<file path="src/logic/ucode_isa_pkg.sv">
// Microcode instruction set
package ucode_isa_pkg;

  localparam int data_width_gp = 16;
  localparam int num_gpr_gp    = 8;
  localparam int num_flags_gp  = 4;

  typedef logic [data_width_gp-1:0] data_t;
  typedef logic [2:0]               gpr_sel_t;
  typedef logic [1:0]               flag_sel_t;
  typedef logic [num_flags_gp-1:0]  flags_t;
  typedef logic [15:0]              imm_t;
  typedef logic [7:0]               target_t;

  // major opcode, codes 6 and 7 are unused and behave as nop
  typedef enum logic [2:0] {
    e_op_nop      = 3'd0,
    e_op_alu      = 3'd1,
    e_op_branch   = 3'd2,
    e_op_reg_data = 3'd3,
    e_op_flag     = 3'd4,
    e_op_halt     = 3'd5
  } ucode_op_e;

  typedef enum logic [3:0] {
    e_add_op  = 4'd0,
    e_sub_op  = 4'd1,
    e_lsh_op  = 4'd2,
    e_rsh_op  = 4'd3,
    e_and_op  = 4'd4,
    e_or_op   = 4'd5,
    e_xor_op  = 4'd6,
    e_neg_op  = 4'd7,
    e_not_op  = 4'd8,
    e_addi_op = 4'd9,
    e_subi_op = 4'd10,
    e_lshi_op = 4'd11,
    e_rshi_op = 4'd12
  } alu_minor_e;

  typedef enum logic [3:0] {
    e_beq_op  = 4'd0,
    e_bne_op  = 4'd1,
    e_blt_op  = 4'd2,
    e_ble_op  = 4'd3,
    e_beqi_op = 4'd4
  } branch_minor_e;

  typedef enum logic [3:0] {
    e_mov_op  = 4'd0,
    e_movi_op = 4'd1
  } reg_minor_e;

  typedef enum logic [3:0] {
    e_sf_op   = 4'd0,
    e_andf_op = 4'd1,
    e_orf_op  = 4'd2,
    e_bf_op   = 4'd3,
    e_bfz_op  = 4'd4
  } flag_minor_e;

  // branches keep the target in imm[7:0] and the beqi value in imm[15:8]
  typedef struct packed {
    ucode_op_e  op;
    logic [3:0] minor;
    gpr_sel_t   dst;
    gpr_sel_t   src_a;
    gpr_sel_t   src_b;
    imm_t       imm;
  } ucode_inst_s;

endpackage

</file>
<file path="src/logic/ucode_ctrl_pkg.sv">
// Microcode decoded control
package ucode_ctrl_pkg;

  import ucode_isa_pkg::*;

  typedef enum logic [3:0] {
    e_alu_add,
    e_alu_sub,
    e_alu_lsh,
    e_alu_rsh,
    e_alu_and,
    e_alu_or,
    e_alu_xor,
    e_alu_neg,
    e_alu_not,
    e_alu_pass
  } alu_op_e;

  // lt and le compare unsigned
  typedef enum logic [2:0] {
    e_br_none,
    e_br_eq,
    e_br_ne,
    e_br_lt,
    e_br_le,
    e_br_flag_set,
    e_br_flag_clear
  } branch_op_e;

  typedef enum logic [1:0] {
    e_src_b_gpr,
    e_src_b_imm,
    e_src_b_beqi_imm
  } src_b_sel_e;

  typedef enum logic [1:0] {
    e_src_a_gpr,
    e_src_a_flag,
    e_src_a_imm
  } src_a_sel_e;

  typedef struct packed {
    logic       v;
    target_t    pc_low;
    alu_op_e    alu_op;
    branch_op_e branch_op;
    src_a_sel_e src_a_sel;
    src_b_sel_e src_b_sel;
    gpr_sel_t   src_a;
    gpr_sel_t   src_b;
    gpr_sel_t   dst;
    imm_t       imm;
    target_t    target;
    logic       gpr_w_v;
    logic       flag_w_v;
    logic       flag_val;
    logic       halt;
  } decoded_s;

  typedef struct packed {
    logic    v;
    logic    halt;
    target_t target;
  } redirect_s;

  typedef struct packed {
    logic      gpr_w_v;
    gpr_sel_t  gpr;
    data_t     data;
    logic      flag_w_v;
    flag_sel_t flag_sel;
    logic      flag_val;
  } writeback_s;

  typedef struct packed {
    logic     v;
    gpr_sel_t gpr;
    data_t    data;
  } commit_s;

  typedef data_t [num_gpr_gp-1:0] gpr_file_t;

endpackage

</file>
<file path="src/logic/ucode_decode.sv">
// Microcode decode stage
`timescale 1ns/100ps

module ucode_decode
  import ucode_isa_pkg::*;
  import ucode_ctrl_pkg::*;
  #(parameter int pc_width_p = 6
  )
  (input                     clk_i
   , input                   reset_i
   , input  ucode_inst_s     inst_i
   , input  [pc_width_p-1:0] pc_i
   , input                   inst_v_i
   , input                   hold_i
   , input  redirect_s       redirect_i
   , output decoded_s        decoded_o
  );

  ucode_inst_s inst_r;
  logic [pc_width_p-1:0] pc_r;
  logic inst_v_r;

  // a stalled instruction stays in place and is replayed next cycle
  always_ff @(posedge clk_i) begin
    if (reset_i) begin
      inst_v_r <= 1'b0;
    end else if (~hold_i) begin
      // the instruction behind a taken branch or halt is squashed
      inst_v_r <= inst_v_i & ~redirect_i.v;
    end
  end

  always_ff @(posedge clk_i) begin
    if (~hold_i) begin
      inst_r <= inst_i;
      pc_r   <= pc_i;
    end
  end

  always_comb begin
    decoded_o           = '0;
    decoded_o.v         = inst_v_r & ~hold_i;
    decoded_o.pc_low    = target_t'(pc_r);
    decoded_o.src_a     = inst_r.src_a;
    decoded_o.src_b     = inst_r.src_b;
    decoded_o.dst       = inst_r.dst;
    decoded_o.imm       = inst_r.imm;
    decoded_o.target    = inst_r.imm[7:0];
    decoded_o.flag_val  = inst_r.imm[0];

    case (inst_r.op)
      e_op_alu: begin
        decoded_o.gpr_w_v = 1'b1;
        case (alu_minor_e'(inst_r.minor))
          e_add_op: decoded_o.alu_op = e_alu_add;
          e_sub_op: decoded_o.alu_op = e_alu_sub;
          e_lsh_op: decoded_o.alu_op = e_alu_lsh;
          e_rsh_op: decoded_o.alu_op = e_alu_rsh;
          e_and_op: decoded_o.alu_op = e_alu_and;
          e_or_op:  decoded_o.alu_op = e_alu_or;
          e_xor_op: decoded_o.alu_op = e_alu_xor;
          e_neg_op: decoded_o.alu_op = e_alu_neg;
          e_not_op: decoded_o.alu_op = e_alu_not;
          e_addi_op: begin
            decoded_o.alu_op    = e_alu_add;
            decoded_o.src_b_sel = e_src_b_imm;
          end
          e_subi_op: begin
            decoded_o.alu_op    = e_alu_sub;
            decoded_o.src_b_sel = e_src_b_imm;
          end
          e_lshi_op: begin
            decoded_o.alu_op    = e_alu_lsh;
            decoded_o.src_b_sel = e_src_b_imm;
          end
          e_rshi_op: begin
            decoded_o.alu_op    = e_alu_rsh;
            decoded_o.src_b_sel = e_src_b_imm;
          end
          default: decoded_o.gpr_w_v = 1'b0;
        endcase
      end
      e_op_branch: begin
        case (branch_minor_e'(inst_r.minor))
          e_beq_op: decoded_o.branch_op = e_br_eq;
          e_bne_op: decoded_o.branch_op = e_br_ne;
          e_blt_op: decoded_o.branch_op = e_br_lt;
          e_ble_op: decoded_o.branch_op = e_br_le;
          e_beqi_op: begin
            decoded_o.branch_op = e_br_eq;
            decoded_o.src_b_sel = e_src_b_beqi_imm;
          end
          default: decoded_o.branch_op = e_br_none;
        endcase
      end
      e_op_reg_data: begin
        decoded_o.alu_op = e_alu_pass;
        case (reg_minor_e'(inst_r.minor))
          e_mov_op: decoded_o.gpr_w_v = 1'b1;
          e_movi_op: begin
            decoded_o.src_a_sel = e_src_a_imm;
            decoded_o.gpr_w_v   = 1'b1;
          end
          default: decoded_o.gpr_w_v = 1'b0;
        endcase
      end
      e_op_flag: begin
        // flag indices come from the low bits of dst, src_a and src_b
        decoded_o.src_a_sel = e_src_a_flag;
        case (flag_minor_e'(inst_r.minor))
          e_sf_op: decoded_o.flag_w_v = 1'b1;
          e_andf_op: begin
            decoded_o.alu_op  = e_alu_and;
            decoded_o.gpr_w_v = 1'b1;
          end
          e_orf_op: begin
            decoded_o.alu_op  = e_alu_or;
            decoded_o.gpr_w_v = 1'b1;
          end
          e_bf_op:  decoded_o.branch_op = e_br_flag_set;
          e_bfz_op: decoded_o.branch_op = e_br_flag_clear;
          default:  decoded_o.branch_op = e_br_none;
        endcase
      end
      e_op_halt: decoded_o.halt = 1'b1;
      default: begin
        // nop and unused opcodes leave every enable low
      end
    endcase
  end

endmodule

</file>
<file path="src/logic/ucode_engine.sv">
// Microcode engine top
`timescale 1ns/100ps

module ucode_engine
  import ucode_isa_pkg::*;
  import ucode_ctrl_pkg::*;
  #(parameter int pc_width_p = 6
  )
  (input                           clk_i
   , input                         reset_i
   , input                         load_v_i
   , input        [pc_width_p-1:0] load_addr_i
   , input  ucode_inst_s           load_inst_i
   , input                         run_i
   , input                         hold_i
   , output commit_s               commit_o
   , output flags_t                flags_o
   , output logic                  halted_o
  );

  ucode_inst_s fetch_inst;
  logic [pc_width_p-1:0] fetch_pc;
  logic fetch_v;
  decoded_s decoded;
  redirect_s redirect;
  writeback_s wb;
  gpr_file_t gpr;

  ucode_fetch #(.pc_width_p(pc_width_p)) fetch0 (
    .clk_i, .reset_i, .run_i, .hold_i, .load_v_i, .load_addr_i, .load_inst_i
    , .redirect_i(redirect)
    , .inst_o(fetch_inst), .pc_o(fetch_pc), .inst_v_o(fetch_v), .halted_o
  );

  ucode_decode #(.pc_width_p(pc_width_p)) decode0 (
    .clk_i, .reset_i, .inst_i(fetch_inst), .pc_i(fetch_pc), .inst_v_i(fetch_v)
    , .hold_i, .redirect_i(redirect), .decoded_o(decoded)
  );

  ucode_execute execute0 (
    .decoded_i(decoded), .gpr_i(gpr), .flags_i(flags_o)
    , .redirect_o(redirect), .wb_o(wb)
  );

  ucode_result result0 (
    .clk_i, .reset_i, .wb_i(wb), .gpr_o(gpr), .flags_o, .commit_o
  );

endmodule

</file>
<file path="src/logic/ucode_execute.sv">
// Microcode execute stage
`timescale 1ns/100ps

module ucode_execute
  import ucode_isa_pkg::*;
  import ucode_ctrl_pkg::*;
  (input  decoded_s     decoded_i
   , input  gpr_file_t  gpr_i
   , input  flags_t     flags_i
   , output redirect_s  redirect_o
   , output writeback_s wb_o
  );

  data_t op_a, op_b, alu_res;
  logic taken;

  // operand a
  always_comb begin
    case (decoded_i.src_a_sel)
      e_src_a_flag: op_a = data_t'(flags_i[decoded_i.src_a[1:0]]);
      e_src_a_imm:  op_a = decoded_i.imm;
      default:      op_a = gpr_i[decoded_i.src_a];
    endcase
  end

  // operand b, flag ops read both operands from the flag register
  always_comb begin
    if (decoded_i.src_a_sel == e_src_a_flag) begin
      op_b = data_t'(flags_i[decoded_i.src_b[1:0]]);
    end else begin
      case (decoded_i.src_b_sel)
        e_src_b_imm:      op_b = decoded_i.imm;
        e_src_b_beqi_imm: op_b = data_t'(decoded_i.imm[15:8]);
        default:          op_b = gpr_i[decoded_i.src_b];
      endcase
    end
  end

  always_comb begin
    case (decoded_i.alu_op)
      e_alu_add: alu_res = op_a + op_b;
      e_alu_sub: alu_res = op_a - op_b;
      e_alu_lsh: alu_res = op_a << op_b[3:0];
      e_alu_rsh: alu_res = op_a >> op_b[3:0];
      e_alu_and: alu_res = op_a & op_b;
      e_alu_or:  alu_res = op_a | op_b;
      e_alu_xor: alu_res = op_a ^ op_b;
      e_alu_neg: alu_res = -op_a;
      e_alu_not: alu_res = ~op_a;
      default:   alu_res = op_a;
    endcase
  end

  always_comb begin
    case (decoded_i.branch_op)
      e_br_eq:         taken = (op_a == op_b);
      e_br_ne:         taken = (op_a != op_b);
      e_br_lt:         taken = (op_a < op_b);
      e_br_le:         taken = (op_a <= op_b);
      e_br_flag_set:   taken = op_a[0];
      e_br_flag_clear: taken = ~op_a[0];
      default:         taken = 1'b0;
    endcase
  end

  // halt redirects fetch to itself so nothing past it issues
  assign redirect_o.v      = decoded_i.v & (taken | decoded_i.halt);
  assign redirect_o.halt   = decoded_i.v & decoded_i.halt;
  assign redirect_o.target = decoded_i.halt ? decoded_i.pc_low : decoded_i.target;

  assign wb_o.gpr_w_v  = decoded_i.v & decoded_i.gpr_w_v;
  assign wb_o.gpr      = decoded_i.dst;
  assign wb_o.data     = alu_res;
  assign wb_o.flag_w_v = decoded_i.v & decoded_i.flag_w_v;
  assign wb_o.flag_sel = decoded_i.dst[1:0];
  assign wb_o.flag_val = decoded_i.flag_val;

endmodule

</file>
<file path="src/logic/ucode_fetch.sv">
// Microcode fetch stage
`timescale 1ns/100ps

module ucode_fetch
  import ucode_isa_pkg::*;
  import ucode_ctrl_pkg::*;
  #(parameter int pc_width_p = 6
  )
  (input                           clk_i
   , input                         reset_i
   , input                         run_i
   , input                         hold_i
   , input                         load_v_i
   , input        [pc_width_p-1:0] load_addr_i
   , input  ucode_inst_s           load_inst_i
   , input  redirect_s             redirect_i
   , output ucode_inst_s           inst_o
   , output logic [pc_width_p-1:0] pc_o
   , output logic                  inst_v_o
   , output logic                  halted_o
  );

  localparam int depth_lp = 1 << pc_width_p;

  ucode_inst_s imem_r [depth_lp-1:0];
  logic [pc_width_p-1:0] fetch_pc_r, fetch_pc_n;
  logic halted_r;

  // program load port, only used while the engine is stopped
  always_ff @(posedge clk_i) begin
    if (load_v_i) begin
      imem_r[load_addr_i] <= load_inst_i;
    end
  end

  assign inst_o   = imem_r[fetch_pc_r];
  assign pc_o     = fetch_pc_r;
  assign inst_v_o = run_i & ~halted_r;
  assign halted_o = halted_r;

  // predict not taken, a redirect from execute overrides the sequential pc
  always_comb begin
    fetch_pc_n = fetch_pc_r;
    if (redirect_i.v) begin
      fetch_pc_n = redirect_i.target[pc_width_p-1:0];
    end else if (inst_v_o & ~hold_i) begin
      fetch_pc_n = fetch_pc_r + 1'b1;
    end
  end

  always_ff @(posedge clk_i) begin
    if (reset_i) begin
      fetch_pc_r <= '0;
      halted_r   <= 1'b0;
    end else begin
      fetch_pc_r <= fetch_pc_n;
      // sticky until reset
      if (redirect_i.v & redirect_i.halt) begin
        halted_r <= 1'b1;
      end
    end
  end

endmodule

</file>
<file path="src/logic/ucode_result.sv">
// Microcode result stage
`timescale 1ns/100ps

module ucode_result
  import ucode_isa_pkg::*;
  import ucode_ctrl_pkg::*;
  (input                clk_i
   , input              reset_i
   , input  writeback_s wb_i
   , output gpr_file_t  gpr_o
   , output flags_t     flags_o
   , output commit_s    commit_o
  );

  gpr_file_t gpr_r;
  flags_t flags_r;
  commit_s commit_r;

  // architectural state, cleared so programs start from a known value
  always_ff @(posedge clk_i) begin
    if (reset_i) begin
      gpr_r   <= '0;
      flags_r <= '0;
    end else begin
      if (wb_i.gpr_w_v) begin
        gpr_r[wb_i.gpr] <= wb_i.data;
      end
      if (wb_i.flag_w_v) begin
        flags_r[wb_i.flag_sel] <= wb_i.flag_val;
      end
    end
  end

  // commit report trails the write by one cycle
  always_ff @(posedge clk_i) begin
    if (reset_i) begin
      commit_r.v <= 1'b0;
    end else begin
      commit_r.v <= wb_i.gpr_w_v;
    end
  end

  always_ff @(posedge clk_i) begin
    if (wb_i.gpr_w_v) begin
      commit_r.gpr  <= wb_i.gpr;
      commit_r.data <= wb_i.data;
    end
  end

  assign gpr_o    = gpr_r;
  assign flags_o  = flags_r;
  assign commit_o = commit_r;

endmodule

</file>
<file path="config.mk">
export PLATFORM = sky130hd
export DESIGN_NAME = ucode_engine
export DESIGN_NICKNAME = d
export VERILOG_FILES = /design/src/logic/ucode_isa_pkg.sv /design/src/logic/ucode_ctrl_pkg.sv /design/src/logic/ucode_decode.sv /design/src/logic/ucode_engine.sv /design/src/logic/ucode_execute.sv /design/src/logic/ucode_fetch.sv /design/src/logic/ucode_result.sv
export SDC_FILE = /design/constraint.sdc
export NUM_CORES = 2
export LEC_CHECK = 0
export ABC_CLOCK_PERIOD_IN_PS = 5600
export BUFFER_PORTS_ARGS = -buffer_cell sky130_fd_sc_hd__buf_4
export CORE_ASPECT_RATIO = 1.2
export CORE_MARGIN = 2
export CORE_UTILIZATION = 55
export DETAILED_ROUTE_END_ITERATION = 16
export GPL_ROUTABILITY_DRIVEN = 0
export PLACE_DENSITY = 0.69
export SYNTH_ARGS = -nofsm -noshare
export SYNTH_HDL_FRONTEND = slang
export SYNTH_SLANG_ARGS = --single-unit
</file>
<file path="constraint.sdc">
create_clock -name clk_i -period 5.6 [get_ports clk_i]
set_input_delay 0.84 -clock clk_i [delete_from_list [all_inputs] [get_ports clk_i]]
set_output_delay 0.84 -clock clk_i [all_outputs]
set_load 0.03 [all_outputs]
</file>
Word level (Yosys, flattened, before mapping) --
Memory sizes are Yosys's and may differ from the RTL's. A register that Yosys moved wholly into a read port is not among the register bits. Cells that the tools add are included.
Storage, ports and cells: output and inout bits 25, bits in registers 166, bits of input ports 43, memories kept 1, logic and storage cells 144, bits in writable memories 2048
Memory list:
- fetch0.imem_r | depth 64, bits a word 32, rd ports 1, clocked after Yosys merged registers in 1, wr ports 1, RTL line ucode_fetch.sv:25 | ucode_inst_s imem_r [depth_lp-1:0];
Operators by class: equality and inequality tests 37, bitwise gates (word level) 18, shifts and indexed selects 2, reduce and logical (&&, ||, !) cells 14, multiplexer cells 42, add/sub/neg operators 4, magnitude comparators 10
Operator list (number):
- $pmux W16 S9 | 1
- $bwmux W128 | 1
- $bmux W16 S3 | 2
- $mux W16 | 4
- $pmux W16 S2 | 2
- $demux W16 S3 | 1
- $eq A4 B3 Y1 const B | 8
- $pmux W4 S8 | 1
- $eq A4 B4 Y1 const B | 6
- $mux W6 | 3
- $pmux W3 S2 | 3
- $add A16 B16 Y16 | 1
- $and A16 B16 Y16 | 1
- $eq A16 B16 Y1 | 1
- $eq A4 B2 Y1 const B | 4
- $le A16 B16 Y1 | 1
- $lt A16 B16 Y1 | 1
- $ne A16 B16 Y1 | 1
- $neg A16 Y16 | 1
- $not A16 Y16 | 1
- $or A16 B16 Y16 | 1
- $shl A16 B4 Y16 | 1
- $shr A16 B4 Y16 | 1
- $sub A16 B16 Y16 | 1
- other kinds (32) | 79

Longest topological paths before layout --
depth in word-level cells 13, depth in mapped cells 28, mapped depth without buffers 21

By module --
Synthesis repeated with hierarchy kept, for this count alone.
Second synthesis, totals: cell total of the unflattened synthesis 4995, area, all modules 93080.5 um^2
By module, submodules not included:
- ucode_fetch | times used 1, seq. area each 61759.2 um^2, cells an instance 3421, area an instance 78376.4 um^2
- ucode_execute | times used 1, seq. area each 0.0 um^2, cells an instance 942, area an instance 7053.0 um^2
- ucode_result | times used 1, seq. area each 3233.1 um^2, cells an instance 499, area an instance 5859.4 um^2
- ucode_decode | times used 1, seq. area each 1161.1 um^2, cells an instance 133, area an instance 1791.7 um^2

Least setup slack after synthesis --
OpenSTA, ideal clock, no wires.
kind register to register, from register decode0.inst_r[31] (netlist name), to register fetch0.fetch_pc_r[0] (netlist: fetch0.pc_o[0]), arrival 5.592 ns, slack -0.123 ns, setup time 0.131 ns, period minus slack after synthesis 5.723 ns, buffers on the path 7, cell stages (with the launch flop) 23, required time 5.469 ns, cell sequence edfxtp_1 -> clkbuf_1 -> nand3b_1 -> buf_1 -> nor4_1 -> ha_1 -> buf_2 -> nor2b_1 -> clkbuf_1 -> clkbuf_1 -> a32oi_1 -> clkbuf_1 -> ha_1 -> clkbuf_1 -> nor2_1 -> a221oi_1 -> a21oi_1 -> o21ba_2 -> o21ai_0 -> a21oi_1 -> nor4b_1 -> o31a_1 -> o22ai_1
Between the ends: word-level cells in the longest chain between the ends 10, elaborated cells between the ends (all ways) 33, those cells by class 2 x order compare; 17 x eq/ne; 10 x mux; 3 x bitwise; 1 x reduce/logical
RTL lines:
- $eq A3 B2 Y1 or $eq A3 B1 Y1 (tied branches) | RTL line ucode_decode.sv:51 | case (inst_r.op)
- $pmux W2 S2 | RTL line ucode_decode.sv:51
- $eq A2 B2 Y1 or $eq A2 B1 Y1 (tied branches) | RTL line ucode_execute.sv:31 | case (decoded_i.src_b_sel)
- $pmux W16 S2 | RTL line ucode_execute.sv:31
- $mux W16 | RTL line ucode_execute.sv:28 | if (decoded_i.src_a_sel == e_src_a_flag) begin
- $le A16 B16 Y1 (tied with other cells) | RTL line ucode_execute.sv:59 | e_br_le: taken = (op_a <= op_b);
- $pmux W1 S6 | RTL line ucode_execute.sv:55 | case (decoded_i.branch_op)
- $or A1 B1 Y1 | RTL line ucode_execute.sv:67 | assign redirect_o.v = decoded_i.v & (taken | decoded_i.halt);
- $and A1 B1 Y1 | RTL line ucode_execute.sv:67
- $mux W6 or $reduce_bool A2 Y1 (tied branches)
- end signal, assigned | RTL line ucode_fetch.sv:56 | fetch_pc_r <= fetch_pc_n;
- end, declared | RTL line ucode_fetch.sv:26 | logic [pc_width_p-1:0] fetch_pc_r, fetch_pc_n;
Several ways; a longest one is shown, not always the timed one. A chain may end at the register's enable or synchronous reset.

Worst setup path after layout --
from register decode0.inst_r[26] (netlist name), to register fetch0.fetch_pc_r[4] (netlist: fetch0.pc_o[4])
Between the ends: word-level cells in the longest chain between the ends 12, elaborated cells between the ends (all ways) 42, those cells by class 2 x order compare; 20 x eq/ne; 13 x mux; 3 x bitwise; 4 x reduce/logical
RTL lines:
- $eq A4 B4 Y1 | RTL line ucode_decode.sv:54 | case (alu_minor_e'(inst_r.minor))
- $reduce_or A4 Y1 (no line)
- $mux W1 | RTL line ucode_decode.sv:54
- $pmux W2 S2 | RTL line ucode_decode.sv:51
- $eq A2 B2 Y1 or $eq A2 B1 Y1 (tied branches) | RTL line ucode_execute.sv:31
- $pmux W16 S2 | RTL line ucode_execute.sv:31
- $mux W16 | RTL line ucode_execute.sv:28
- $le A16 B16 Y1 (tied with other cells) | RTL line ucode_execute.sv:59
- $pmux W1 S6 (*) | RTL line ucode_execute.sv:55
- $or A1 B1 Y1 (*) | RTL line ucode_execute.sv:67
- $and A1 B1 Y1 (*) | RTL line ucode_execute.sv:67
- $mux W6 or $reduce_bool A2 Y1 (tied branches)
Every way passes the cells marked *; elsewhere a longest branch is shown, timed or not.

==> run_results.csv <==
group,metric,value,unit
global_route,grt_pass1_wl,332000,µm
timing,setup_violations,0,
clock_tree,clk_path_buf_depth,3,
detailed_routing,wirelength,228000,µm
pwr,worst_ir_drop_vdd,0.243,mV
yosys,synthTopCellsByArea,"edfxtp_1 (68%), mux4_2 (17%), dfxtp_1 (3.1%)",
placement,dp_hpwl,138000,µm
clock_tree,cts_buffers,207,
yosys,synthCells,4614,
global_route,grt_pass1_vias,47492,
clock_tree,cts_tree,"yes",
finish,fin_nets,4886,
clock_tree,clk_pin_slew,0.06,ns
critical_path,critPathLaunchType,"register",
yosys,yosys_warnings,0,
critical_path,timing.critical_path.from,"decode0.inst_r[26]",
critical_path,r2r_end,"fetch0.pc_o[4]",
detailed_routing,drc,0,
yosys,yosys-top-cells-count,"edfxtp_1 (2105), mux4_2 (712), nand2_1 (212)",
yosys,netlist_area,92400,µm²
yosys,synth_top_family_by_area,"multiplexers",
clock_tree,cts_max_level,4,
critical_path,setup.worst_path.end,"fetch0.pc_o[4]",
critical_path,cp.arrival,6.02,ns
detailed_routing,num_vias,47644,
run,maxCapViolCount,0,
placement,portBuffers,67,
critical_path,reg2regPathDepth,18,
die,fp.dieW,378,µm
clock_tree,clk_latency,0.85,ns
yosys,ys_async_sr_fraction,0,%
detailed_routing,wl_per_cell,31.6,µm
timing,tns,0,ns
timing,fin_skew,0.0419,ns
yosys,synthAdderAreaFrac,0.788,%
timing,layout_setup_ws,0.247,ns
timing,worstMarginPinSlew,1.17,ns
yosys,synth_top_area_share,68.4,%
clock_tree,root_buffer,"clkbuf_16",
detailed_routing,ant_nets,0,
yosys,synth_nets,4714,
hold_path,hold_class,"input pin to register",
yosys,yosys-mux-area-fraction,18.8,%
die,start_util,55.4,%
pwr,p_leak,0.0320,µW
critical_path,reg2reg_slack,0.25,ns
timing,max_freq,187,MHz
pwr,p_per_area,362,nW/µm²
critical_path,path_class,"register to register",
timing,report.final.slew_viol_count,0,
yosys,avgSynthCellArea,20.0,µm²
die,die_area,171000,µm²
hold_path,hp-start,"hold_i",
global_route,grt_max_degree,113,
placement,dp_slack,0.107,ns
timing,rsz0062_at_grt,"false",
finish,final_layout_size_suffix_gt1_share,28.7,%
yosys,synth_edf_count,2105,
yosys,synth.distinct_cells,106,
die,die_h,453,µm
yosys,synth-simple-area-share,3.17,%
finish,areaGrowthSynthToFinish,11.8,%
outcome,status,"finished clean",
global_route,antenna_found_initial,18,
critical_path,reg2reg_from,"decode0.inst_r[26]",
yosys,synth-seq-area-share,71.5,%
yosys,synth_top_cell_by_area,"edfxtp_1",
detailed_routing,drt_iter0_drc,5615,
yosys,yosysMostFrequentCell,"edfxtp_1",
critical_path,required,6.27,ns
yosys,synth_xor_area_share,0.266,%
die,rows,164,
die,core-area,167000,µm²
detailed_routing,vias_per_cell,6.62,
yosys,synth_compound_area_share,3.84,%
yosys,ys_seq_elements,2246,
timing,post-route-min-period,5.35,ns
yosys,synthFlopType,"edfxtp_1",
clock_tree,clock_sink_count,2246,
detailed_routing,drt_first_pass_iters,7,
global_route,grt_usage,27.0,%
timing,layout_worst_path_cycle_share,95.6,%
timing,finalHoldViolCount,0,
die,io_pins,68,
global_route,grt-ovfl-total,0,
critical_path,end_kind,"register",
timing,slew_headroom,21.6,%
critical_path,crit_fanout,18,
-- registers in the layout (all words and copies together) (netlist names) --
name / flops
decode0.decoded_o: 25
decode0.inst_r: 7
decode0.inst_v_r: 1
decode0.pc_r: 6
fetch0.halted_o: 1
fetch0.imem_r: 2048
fetch0.pc_o: 6
result0.commit_o: 20
result0.flags_o: 4
result0.gpr_o: 128
-- per-layer routing --
layer	global-route usage [%]	vias to the layer above	routed length [µm]
met2	44.5	2174	114000
li1	-	19653	-
met5	0	-	77
met3	4.34	503	16300
met1	36.6	25302	87600
met4	10.3	12	9390
-- through the flow --
step / total power, µW / cell area [µm²] / hold WS [ns] / std cells / util (%)
after floorplan: 22300 / 92400 / 0.406 / 4614 / -
after global placement: 23900 / 96600 / 0.456 / 6817 / 58.0
after detailed placement: 24000 / 96600 / 0.462 / 6817 / 58.0
after CTS: 37500 / 103000 / 0.349 / 7197 / 61.9
after global routing: 38500 / 103000 / 0.428 / 7199 / 62.0
final: 37400 / 103000 / 0.425 / 7200 / 62.0
-- cell usage in the layout (no fill, tap or decap), types with 9 or more instances in the layout --
cell type / n
o21ai_0: 46
a22oi_1: 37
clkbuf_1: 44
inv_1: 59
nand2b_1: 20
a211oi_1: 23
a21oi_1: 61
o21ai_1: 27
dfxtp_1: 135
o211ai_1: 20
a32oi_1: 9
a31oi_1: 11
nor3_1: 18
or2_2: 11
xnor2_1: 18
mux4_2: 712
and2_1: 11
nor2_4: 60
nor2b_1: 21
mux2i_1: 109
edfxtp_1: 2105
nand3_1: 71
nor2_1: 98
clkinv_1: 49
a221oi_1: 11
buf_12: 22
or3_1: 15
nand4_1: 10
ha_1: 49
buf_4: 235
bufinv_16: 14
clkinv_2: 39
nand2_1: 212
o31ai_1: 9
o22ai_1: 47
and3_1: 12
clkbuf_16: 209
mux2_2: 10
o32ai_1: 47
xor2_1: 10
-- worst min path at each step --
stage	endpoint	slack, ns	depth (start not counted)
2_1_floorplan	decode0.pc_r[2]	0.41	0
3_3_place_gp	result0.gpr_o[9]	0.46	2
3_5_place_dp	result0.gpr_o[41]	0.46	2
4_1_cts	decode0.inst_v_r	0.35	3
5_1_grt	decode0.inst_v_r	0.43	3
6_report	decode0.inst_v_r	0.43	3
-- timing repair --
item / 4_1_cts / 5_1_grt
setup buffers: 0 / 1
setup endpoints to repair: 0 / 69
gates resized for setup: 0 / 18
hold buffers: 0 / 0
-- cell type report --
class	instances	area, µm²
fill	11495	63400
clock buffer	254	5410
tap	2241	2800
multi-input combinational	2006	25400
clock inverter	126	1130
inverter	68	256
sequential	2246	66100
antenna	2	5.00
timing repair buffer	257	2200
-- kinds of logic after synthesis --
logic type	after synthesis
adder cells (fa/ha/maj)	57
XOR/XNOR	28
AND/OR/NAND/NOR	620
AO/OA/AOI/OAI	464
buffers and inverters	362
flip-flops	2246
multiplexers	837
-- power breakdown --
| group | internal (µW) | switching [µW] | total (µW) | leakage, µW |
|---|---|---|---|---|
| Clock | 7540 | 6110 | 13600 | 0.00318 |
| Sequential | 18500 | 157 | 18700 | 0.0201 |
| Combinational | 2160 | 2880 | 5040 | 0.00871 |
-- worst max-delay path, stage by stage, from the launching register on --
cell	delay [ns]
edfxtp_1	0.42
or3b_2	0.52
or3_1	0.46
ha_4	0.32
buf_4	0.20
nor2b_2	0.18
a22oi_1	0.10
or2_2	0.33
ha_2	0.40
inv_1	0.13
or4b_2	0.66
or3_1	0.33
nor3_1	0.20
nand2_1	0.09
a21oi_1	0.24
nor2_1	0.06
nor4bb_2	0.18
nor2_1	0.27
a211oi_1	0.13
Note: power is estimated with default switching activity, not from simulation.
